## config.mk

```make
export PLATFORM = sky130hd
export DESIGN_NAME = uartTop
export DESIGN_NICKNAME = d
export VERILOG_FILES = /design/src/source/uartPkg.sv /design/src/source/baudTickGen.sv /design/src/source/uartCtrl.sv /design/src/source/uartFifo.sv /design/src/source/uartRecv.sv /design/src/source/uartTop.sv /design/src/source/uartTrans.sv
export VERILOG_INCLUDE_DIRS = /design/src /design/src/source
export SDC_FILE = /design/constraint.sdc
export NUM_CORES = 1
export LEC_CHECK = 0
export BUFFER_PORTS_ARGS = -buffer_cell sky130_fd_sc_hd__buf_2
export CAP_MARGIN = 20
export CORE_MARGIN = 4
export CORE_UTILIZATION = 50
export DETAILED_ROUTE_END_ITERATION = 12
export GPL_TIMING_DRIVEN = 1
export MAX_ROUTING_LAYER = met4
export PLACE_DENSITY = 0.66
export SKIP_LAST_GASP = 1
export SLEW_MARGIN = 5
export SYNTH_ARGS = -nofsm -noshare
export SYNTH_HDL_FRONTEND = slang
export SYNTH_SLANG_ARGS = --single-unit
```

## constraint.sdc

```tcl
create_clock -name clk -period 3.9 [get_ports clk]
set_input_delay 0.195 -clock clk [delete_from_list [all_inputs] [get_ports clk]]
set_output_delay 0.195 -clock clk [all_outputs]
set_load 0.01 [all_outputs]
```

## src/source/uart_macros.svh

```systemverilog
`ifndef UART_MACROS_SVH
`define UART_MACROS_SVH

////////////////////////////////////////////////////////////////////////////
// frame format

`define dataBits	8	// data bits per frame
`define sbTick		16	// ticks in the stop bit, 16 = one stop bit
`define ticksPerBit	16	// oversampling factor

////////////////////////////////////////////////////////////////////////////
// baud rate

// clocks per sample tick
// kept tiny so a frame is only 640 clocks
`define clksPerTick	4

////////////////////////////////////////////////////////////////////////////
// fifo sizing

`define fifoDepth	16
`define fifoAddrLen	4	// log2 of fifoDepth

`endif

```

## src/source/uartPkg.sv

```systemverilog
`include "uart_macros.svh"

package uartPkg;

	// one byte on the processor data bus
	typedef logic [`dataBits-1:0] uartData;

	// fifo fill level, 0 up to fifoDepth inclusive
	typedef logic [`fifoAddrLen:0] fifoCount;

	// uart operations as decoded from the instruction
	typedef enum logic [1:0]
	{
		opNone,
		opRead,		// UARTrd
		opWrite,	// UARTwr
		opStat		// UARTstat
	} uartOp;

	// serializer states
	typedef enum logic [1:0] {tIdle, tStart, tData, tStop} txState;

	// deserializer states
	typedef enum logic [1:0] {rIdle, rStart, rData, rStop} rxState;

endpackage

```

## src/source/baudTickGen.sv

```systemverilog
`timescale 1ns/1ps
`include "uart_macros.svh"

// free running divider, one sTick every clksPerTick clocks
module baudTickGen
(
	input  logic clk,
	input  logic reset,
	output logic sTick
);

	logic [$clog2(`clksPerTick)-1:0] cntReg;	// clocks since last tick

	always_ff @(posedge clk or posedge reset)
	begin
		if (reset)
			cntReg <= '0;
		else if (sTick)
			cntReg <= '0;	// wrap
		else
			cntReg <= cntReg + 1'b1;
	end

	assign sTick = (cntReg == $bits(cntReg)'(`clksPerTick - 1));	// one cycle at wrap

	// both serial blocks count sTick as an event, never a level
	aTickPulse: assert property (@(posedge clk) disable iff (reset)
		sTick |=> !sTick);

endmodule

```

## src/source/uartCtrl.sv

```systemverilog
`timescale 1ns/1ps

// processor side of the uart, decodes UARTrd, UARTwr and UARTstat
module uartCtrl import uartPkg::*;
(
	input  logic    clk,
	input  logic    reset,
	input  logic    opStrobe,
	input  uartOp   op,
	input  logic    rxDoneTick,
	input  logic    txFull,
	input  logic    rxFull,
	input  logic    rxEmpty,
	input  uartData rxHead,
	output logic    txPush,
	output logic    rxPop,
	output logic    rxPush,
	output uartData rdData
);

	logic    overrun;	// sticky, a received byte was lost
	logic    isRead, isStat;
	uartData statusByte;

	assign isRead = opStrobe && (op == opRead);
	assign isStat = opStrobe && (op == opStat);
	assign txPush = opStrobe && (op == opWrite) && !txFull;	// full fifo drops the write
	assign rxPop  = isRead;			// empty pop ignored in the fifo
	assign rxPush = rxDoneTick && !rxFull;

	// status byte as seen by the processor
	assign statusByte = {4'b0000, overrun, rxFull, txFull, rxEmpty};

	always_ff @(posedge clk or posedge reset)
	begin
		if (reset)
			overrun <= 1'b0;
		else if (rxDoneTick && rxFull)
			overrun <= 1'b1;	// a new loss beats a clear in the same cycle
		else if (isStat)
			overrun <= 1'b0;	// read clears
	end

	always_ff @(posedge clk or posedge reset)
	begin
		if (reset)
			rdData <= '0;
		else if (isRead && !rxEmpty)
			rdData <= rxHead;	// head before the pop
		else if (isStat)
			rdData <= statusByte;
	end

	aNoPushFull: assert property (@(posedge clk) disable iff (reset)
		rxPush |-> !rxFull);

endmodule

```

## src/source/uartFifo.sv

```systemverilog
`timescale 1ns/1ps
`include "uart_macros.svh"

module uartFifo import uartPkg::*;
(
	input  logic    clk,
	input  logic    reset,
	input  logic    push,
	input  logic    pop,
	input  uartData din,
	output uartData dout,
	output logic    full,
	output logic    empty
);

	uartData                 mem [`fifoDepth];
	logic [`fifoAddrLen-1:0] wrPtr, rdPtr;
	fifoCount                count;	// occupancy
	logic                    doPush, doPop;

	// overflow and underflow are dropped here
	assign doPush = push && !full;
	assign doPop  = pop && !empty;

	////////////////////////////////////////////////////////////////////////////
	// storage

	always_ff @(posedge clk)
	begin
		if (doPush)
			mem[wrPtr] <= din;
	end

	assign dout = mem[rdPtr];	// head, valid while !empty

	////////////////////////////////////////////////////////////////////////////
	// pointers and fill level

	always_ff @(posedge clk or posedge reset)
	begin
		if (reset)
		begin
			wrPtr <= '0;
			rdPtr <= '0;
			count <= '0;
		end
		else
		begin
			if (doPush)
				wrPtr <= wrPtr + 1'b1;	// wraps at fifoDepth
			if (doPop)
				rdPtr <= rdPtr + 1'b1;
			case ({doPush, doPop})
				2'b10:   count <= count + 1'b1;
				2'b01:   count <= count - 1'b1;
				default: count <= count;	// none, or both at once
			endcase
		end
	end

	assign full  = (count == fifoCount'(`fifoDepth));
	assign empty = (count == '0);

	aFullEmpty: assert property (@(posedge clk) disable iff (reset)
		!(full && empty));
	aCountMax: assert property (@(posedge clk) disable iff (reset)
		count <= fifoCount'(`fifoDepth));

endmodule

```

## src/source/uartRecv.sv

```systemverilog
`timescale 1ns/1ps
`include "uart_macros.svh"

// oversampling deserializer, samples in the middle of each bit
module uartRecv import uartPkg::*;
(
	input  logic    clk,
	input  logic    reset,
	input  logic    sTick,
	input  logic    rx,
	output logic    rxDoneTick,	// one cycle, mid stop bit
	output uartData rxByte
);

	rxState                          stateReg, stateNext;
	logic [$clog2(`ticksPerBit)-1:0] sReg, sNext;	// ticks within bit
	logic [$clog2(`dataBits)-1:0]    nReg, nNext;	// data bits taken
	uartData                         bReg, bNext;	// shifts in from the top
	logic                            rxMeta, rxSync, rxPrev;

	// rx is asynchronous to clk
	always_ff @(posedge clk or posedge reset)
	begin
		if (reset)
		begin
			rxMeta <= 1'b1;
			rxSync <= 1'b1;
			rxPrev <= 1'b1;
		end
		else
		begin
			rxMeta <= rx;
			rxSync <= rxMeta;
			rxPrev <= rxSync;	// for edge detect
		end
	end

	always_ff @(posedge clk or posedge reset)
	begin
		if (reset)
		begin
			stateReg <= rIdle;
			sReg     <= '0;
			nReg     <= '0;
		end
		else
		begin
			stateReg <= stateNext;
			sReg     <= sNext;
			nReg     <= nNext;
		end
	end

	always_ff @(posedge clk)
		bReg <= bNext;

	always_comb
	begin
		stateNext  = stateReg;
		sNext      = sReg;
		nNext      = nReg;
		bNext      = bReg;
		rxDoneTick = 1'b0;
		case (stateReg)
			rIdle:
				if (rxPrev && !rxSync)	// falling edge, start bit begins
				begin
					sNext     = '0;
					stateNext = rStart;
				end
			rStart:
				if (sTick)
				begin
					if (sReg == $bits(sReg)'(`ticksPerBit / 2 - 1))	// tick 7, mid start bit
					begin
						sNext     = '0;
						nNext     = '0;
						stateNext = rxSync ? rIdle : rData;	// glitch goes back to idle
					end
					else
						sNext = sReg + 1'b1;
				end
			rData:
				if (sTick)
				begin
					if (sReg == $bits(sReg)'(`ticksPerBit - 1))
					begin
						sNext = '0;
						bNext = {rxSync, bReg[`dataBits-1:1]};	// LSB first
						if (nReg == $bits(nReg)'(`dataBits - 1))
							stateNext = rStop;
						else
							nNext = nReg + 1'b1;
					end
					else
						sNext = sReg + 1'b1;
				end
			rStop:
				if (sTick)
				begin
					if (sReg == $bits(sReg)'(`sbTick - 1))
					begin
						rxDoneTick = 1'b1;	// byte complete
						stateNext  = rIdle;
					end
					else
						sNext = sReg + 1'b1;
				end
			default: stateNext = rIdle;
		endcase
	end

	assign rxByte = bReg;

	aDonePulse: assert property (@(posedge clk) disable iff (reset)
		rxDoneTick |=> !rxDoneTick);

endmodule

```

## src/source/uartTop.sv

```systemverilog
`timescale 1ns/1ps

////////////////////////////////////////////////////////////////////////////
// uart peripheral
// ctrl -> tx fifo -> serializer -> tx
// rx -> deserializer -> rx fifo -> ctrl
////////////////////////////////////////////////////////////////////////////

module uartTop import uartPkg::*;
(
	input  logic    clk,
	input  logic    reset,
	input  logic    opStrobe,
	input  uartOp   op,
	input  uartData wrData,
	input  logic    rx,
	output uartData rdData,
	output logic    tx
);

	logic    sTick;
	logic    txPush, txFull, txEmpty, txStart, txDoneTick;
	logic    rxPush, rxPop, rxFull, rxEmpty, rxDoneTick;
	uartData txHead, rxHead, rxByte;

	assign txStart = !txEmpty;	// send while anything is queued

	uartCtrl ctrl_i
	(
		.clk        (clk),
		.reset      (reset),
		.opStrobe   (opStrobe),
		.op         (op),
		.rxDoneTick (rxDoneTick),
		.txFull     (txFull),
		.rxFull     (rxFull),
		.rxEmpty    (rxEmpty),
		.rxHead     (rxHead),
		.txPush     (txPush),
		.rxPop      (rxPop),
		.rxPush     (rxPush),
		.rdData     (rdData)
	);

	baudTickGen baud_i (.clk(clk), .reset(reset), .sTick(sTick));

	uartFifo txFifo
	(
		.clk   (clk),
		.reset (reset),
		.push  (txPush),
		.pop   (txDoneTick),	// serializer takes the head
		.din   (wrData),
		.dout  (txHead),
		.full  (txFull),
		.empty (txEmpty)
	);

	uartTrans trans_i
	(
		.clk        (clk),
		.reset      (reset),
		.sTick      (sTick),
		.txStart    (txStart),
		.din        (txHead),
		.txDoneTick (txDoneTick),
		.tx         (tx)
	);

	uartRecv recv_i
	(
		.clk        (clk),
		.reset      (reset),
		.sTick      (sTick),
		.rx         (rx),
		.rxDoneTick (rxDoneTick),
		.rxByte     (rxByte)
	);

	uartFifo rxFifo
	(
		.clk   (clk),
		.reset (reset),
		.push  (rxPush),	// gated against full in ctrl
		.pop   (rxPop),
		.din   (rxByte),
		.dout  (rxHead),
		.full  (rxFull),
		.empty (rxEmpty)
	);

endmodule

```

## src/source/uartTrans.sv

```systemverilog
`timescale 1ns/1ps
`include "uart_macros.svh"

// 4-state serializer: idle, start, data, stop
module uartTrans import uartPkg::*;
(
	input  logic    clk,
	input  logic    reset,
	input  logic    sTick,
	input  logic    txStart,	// level, high while the tx fifo has data
	input  uartData din,		// tx fifo head
	output logic    txDoneTick,	// doubles as tx fifo pop
	output logic    tx
);

	txState                           stateReg, stateNext;
	logic [$clog2(`ticksPerBit)-1:0] sReg, sNext;	// tick counter
	logic [$clog2(`dataBits)-1:0]    nReg, nNext;	// bit counter
	uartData                         bReg, bNext;	// shift reg, LSB goes out first
	logic                            txReg, txNext;

	always_ff @(posedge clk or posedge reset)
	begin
		if (reset)
		begin
			stateReg <= tIdle;
			sReg     <= '0;
			nReg     <= '0;
			txReg    <= 1'b1;	// line idles high
		end
		else
		begin
			stateReg <= stateNext;
			sReg     <= sNext;
			nReg     <= nNext;
			txReg    <= txNext;
		end
	end

	always_ff @(posedge clk)
		bReg <= bNext;	// payload

	////////////////////////////////////////////////////////////////////////////
	// next state

	always_comb
	begin
		stateNext  = stateReg;
		sNext      = sReg;
		nNext      = nReg;
		bNext      = bReg;
		txNext     = txReg;
		txDoneTick = 1'b0;
		case (stateReg)
			tIdle:
			begin
				txNext = 1'b1;
				if (txStart)
				begin
					txDoneTick = 1'b1;	// pop the fifo
					bNext      = din;	// grab head before pop moves it
					txNext     = 1'b0;	// start bit from next edge
					sNext      = '0;
					stateNext  = tStart;
				end
			end
			tStart:
			begin
				txNext = 1'b0;
				if (sTick)
				begin
					if (sReg == $bits(sReg)'(`ticksPerBit - 1))
					begin
						sNext     = '0;
						nNext     = '0;
						txNext    = bReg[0];	// first data bit
						stateNext = tData;
					end
					else
						sNext = sReg + 1'b1;
				end
			end
			tData:
			begin
				txNext = bReg[0];
				if (sTick)
				begin
					if (sReg == $bits(sReg)'(`ticksPerBit - 1))
					begin
						sNext = '0;
						bNext = bReg >> 1;
						if (nReg == $bits(nReg)'(`dataBits - 1))
						begin
							txNext    = 1'b1;	// stop bit
							stateNext = tStop;
						end
						else
						begin
							txNext = bReg[1];	// next bit out
							nNext  = nReg + 1'b1;
						end
					end
					else
						sNext = sReg + 1'b1;
				end
			end
			tStop:
			begin
				txNext = 1'b1;
				if (sTick)
				begin
					if (sReg == $bits(sReg)'(`sbTick - 1))
						stateNext = tIdle;
					else
						sNext = sReg + 1'b1;
				end
			end
			default: stateNext = tIdle;
		endcase
	end

	assign tx = txReg;

	aDoneIdle: assert property (@(posedge clk) disable iff (reset)
		txDoneTick |-> stateReg == tIdle);
	aIdleHigh: assert property (@(posedge clk) disable iff (reset)
		stateReg == tIdle |-> tx);

endmodule

```

==> impl_metrics.yaml <==
route:
  dr.pass1.iters: 6
  drcViolationCount: 0
  wl_um: 26300
  viasPerCell: 5.90
  initialDrtViolationCount: 628
  wl_per_cell_um: 22.3
  vias: 6966
  ant_nets: 0
synthesis:
  syn-num-nets: 812
  synthArstFlopShare_pct: 17.8
  yosys.area_share.adder_pct: 2.81
  synth_xor_area_share_pct: 1.48
  yosys_most_used_dff: "edfxtp_1"
  syn_inst: 768
  synth_compound_gate_area_share_pct: 3.65
  synth_area_um2: 13600
  synth-seq-cells: 331
  syn_area_per_cell_um2: 17.7
  yosys.cell_types.count: 55
  synth_mux_area_share_pct: 13.5
  synth_edf_count: 272
  synth_top_family_by_area: "multiplexers"
  synthSimpleGateAreaFrac_pct: 5.50
  seq_area_frac_synth_pct: 70.8
  yosysWarnings: 0
grt:
  grt_use_total_pct: 18.2
  grt_first_pass_wirelength_um: 41600
  grt_start_max_net_pins: 32
  grt_overflow: 0
  grt_pass1_vias: 7252
  antenna_found_initial: 0
clocking:
  clk_pin_slew_worst_paths_ns: 0.06
  clock-sinks: 331
  cts.root.buffer_cell: "clkbuf_16"
  clockBufferDepth: 3
  cts_resized: 0
  cts_tree: "yes"
  clk_latency_ns: 0.52
  numCtsBuffers: 34
  h-tree-depth: 2
die:
  die_h_um: 173
  die_area_um2: 30000
  io_pins: 23
  initial_core_util_pct: 50.7
  core-area_um2: 26900
  die_width_um: 173
  num_rows: 60
outcome:
  outcome: "complete, no violations"
sta:
  hold_viol_final: 0
  tns_ns: 0
  maxSlewHeadroom_pct: 29.3
  fin_ws_ns: 0.624
  skew_ns: 0.0247
  period_minus_slack_ns: 3.28
  timing_max_transition_violations_final: 0
  timing.final.crit_share_pct: 84.0
  rsz0062_at_grt: "no"
  setup_viol: 0
  fmax_ghz: 0.305
  tightest_slew_ns: 1.06
final_layout:
  post-route-util_pct: 56.7
  num-nets-final: 860
  syn_to_final_growth_pct: 11.8
  antennaDiodeCount: 0
  fillers: 1986
  final_cells: 1181
  drive_gt1_share_pct: 20.5
pwr:
  power.leakage_uw: 0.00533
  power_density_nw_per_um2: 673
  ir_drop_mv: 0.326
  post-layout-total-power_uw: 10300
placed_design:
  place_congestion: 0.820
  pre_cts_ws_ns: 0.656
  port_buffers: 22
  dp_hpwl_um: 17200
  dp.cells: 1119
setup_path:
  required_ns: 4.33
  cp.arrival_ns: 3.71
  worst_setup_path_start_kind: "register"
  end_kind: "register"
  crit_path_max_fanout: 9
  path_class: "register to register"
worst_hold_path:
  hp-class: "input pin to register"
job:
  drv.max_cap_violation_count: 0
==> Yosys cell counts (all sizes together) (5+ instances only) <==
master | n | share of area, %
a31oi | 5 | 0.23
buf | 21 | 1.0
a211oi | 7 | 0.39
mux2i | 11 | 0.81
nor2b | 11 | 0.51
dfrtp | 55 | 10
nor3 | 15 | 0.55
nand3 | 6 | 0.22
nand4 | 7 | 0.32
clkbuf | 17 | 0.47
ha | 29 | 2.7
edfxtp | 272 | 60
nand2b | 9 | 0.41
nor2 | 43 | 1.2
mux2 | 11 | 0.91
mux4 | 70 | 12
xnor2 | 15 | 0.96
a21oi | 13 | 0.51
a221oi | 6 | 0.39
and3 | 6 | 0.28
nand3b | 5 | 0.28
nand2 | 40 | 1.1
a22o | 6 | 0.39
inv | 25 | 0.69
xor2 | 8 | 0.51
o21ai | 25 | 0.92
==> timing repair <==
item | in CTS | in global routing
setup buffers | 0 | 0
hold endpoints to repair | 29 | 0
hold buffers | 2 | 0
==> layout make-up <==
type | instances | area (um^2) | area share, %
clock buffers | 46 | 906 | 5.94
clock inverters | 14 | 160 | 1.05
inverters | 25 | 93.8 | 0.616
multi-input cells | 374 | 3670 | 24.1
flip-flops and latches | 331 | 9650 | 63.3
well taps | 341 | 427 | 2.80
repair buffers | 50 | 325 | 2.13
==> critical path, cell delays in order (launching register included) <==
cell and delay, ns:
dfrtp_1 0.42, nor4_1 0.51, nand2_1 0.14, and4b_1 0.35
inv_1 0.10, ha_1 0.23, inv_1 0.12, fa_1 0.48
nor2b_1 0.14, o21ai_0 0.13, and3_1 0.22, nor3_1 0.19
xor2_1 0.16
==> metal layers <==
layer	GRT usage, %	vias to the layer above	routed length, um
li1	-	3105	-
met1	25.5	3631	11500
met2	29.0	203	13000
met3	3.13	27	1460
met4	3.56	0	354
met5	-	-	0
==> power breakdown <==
part	internal (uW)	leakage, uW	switching (uW)	total [uW]
sequential	4140	0.00318	526	4670
clock	1840	0.000513	1260	3100
combinational	1320	0.00164	1170	2490
==> flip-flops by register name (all words and copies together), names as in the netlist, 2 cells and up, named ones only <==
| name | cells |
|---|---|
| trans_i.stateReg | 2 |
| txFifo.count | 5 |
| txFifo.rdPtr | 4 |
| trans_i.nReg | 3 |
| recv_i.nReg | 3 |
| trans_i.bReg | 8 |
| rxFifo.mem | 128 |
| rxFifo.count | 5 |
| trans_i.sReg | 4 |
| recv_i.sReg | 4 |
| rxFifo.rdPtr | 4 |
| baud_i.cntReg | 2 |
| recv_i.rxByte | 8 |
| rxFifo.wrPtr | 4 |
| ctrl_i.rdData | 8 |
| txFifo.mem | 128 |
| txFifo.wrPtr | 4 |
==> through the flow <==
stage	instance area [um^2]	hold slack, ns
after floorplan	13600	0.199
after global placement	14200	0.297
after detailed placement	14200	0.305
after CTS	15200	0.0400
after global routing	15200	0.0519
final	15200	0.0595
==> kinds of logic after synthesis <==
logic type | after synthesis
buffers and inverters | 63
adders and majority gates | 30
AOI/OAI and AO/OA | 76
muxes | 92
and+or+nand+nor | 153
DFF | 331
xor gates and xnor gates | 23
==> worst paths after layout <==
check	startpoint	cells after the start	to	slack, ns
setup reg to reg	txFifo.count[0]	12	txFifo.count[4]	0.62
hold / removal	wrData[4]	1	txFifo.mem[13][4]	0.06
hold reg to reg	recv_i.rxMeta	0	recv_i.rxSync	0.36
min in group asynchronous	reset	3	recv_i.sReg[2]	0.32
max in group asynchronous	reset	4	recv_i.rxPrev	2.71
setup / recovery	txFifo.count[0]	12	txFifo.count[4]	0.62
==> cell usage in the layout, fill, tap and decap left out, drive strengths merged, types with 2 or more instances in the layout <==
master	count
nand3	6
nand4	7
a221oi	6
nand2	40
o21ai	25
bufinv	3
mux2	11
dfstp	4
a22o	6
nor2b	11
edfxtp	272
buf	48
and4b	2
mux2i	11
a21o	4
nor4	3
nand2b	9
nor2	43
inv	27
a31oi	5
xor2	8
mux4	70
and3	6
nor3	15
clkinv	8
nand3b	5
clkbuf	46
ha	29
dlygate4sd3	2
dfrtp	55
a21oi	13
xnor2	15
a211oi	7
or2	2
Power figures use the tool's default switching activity.
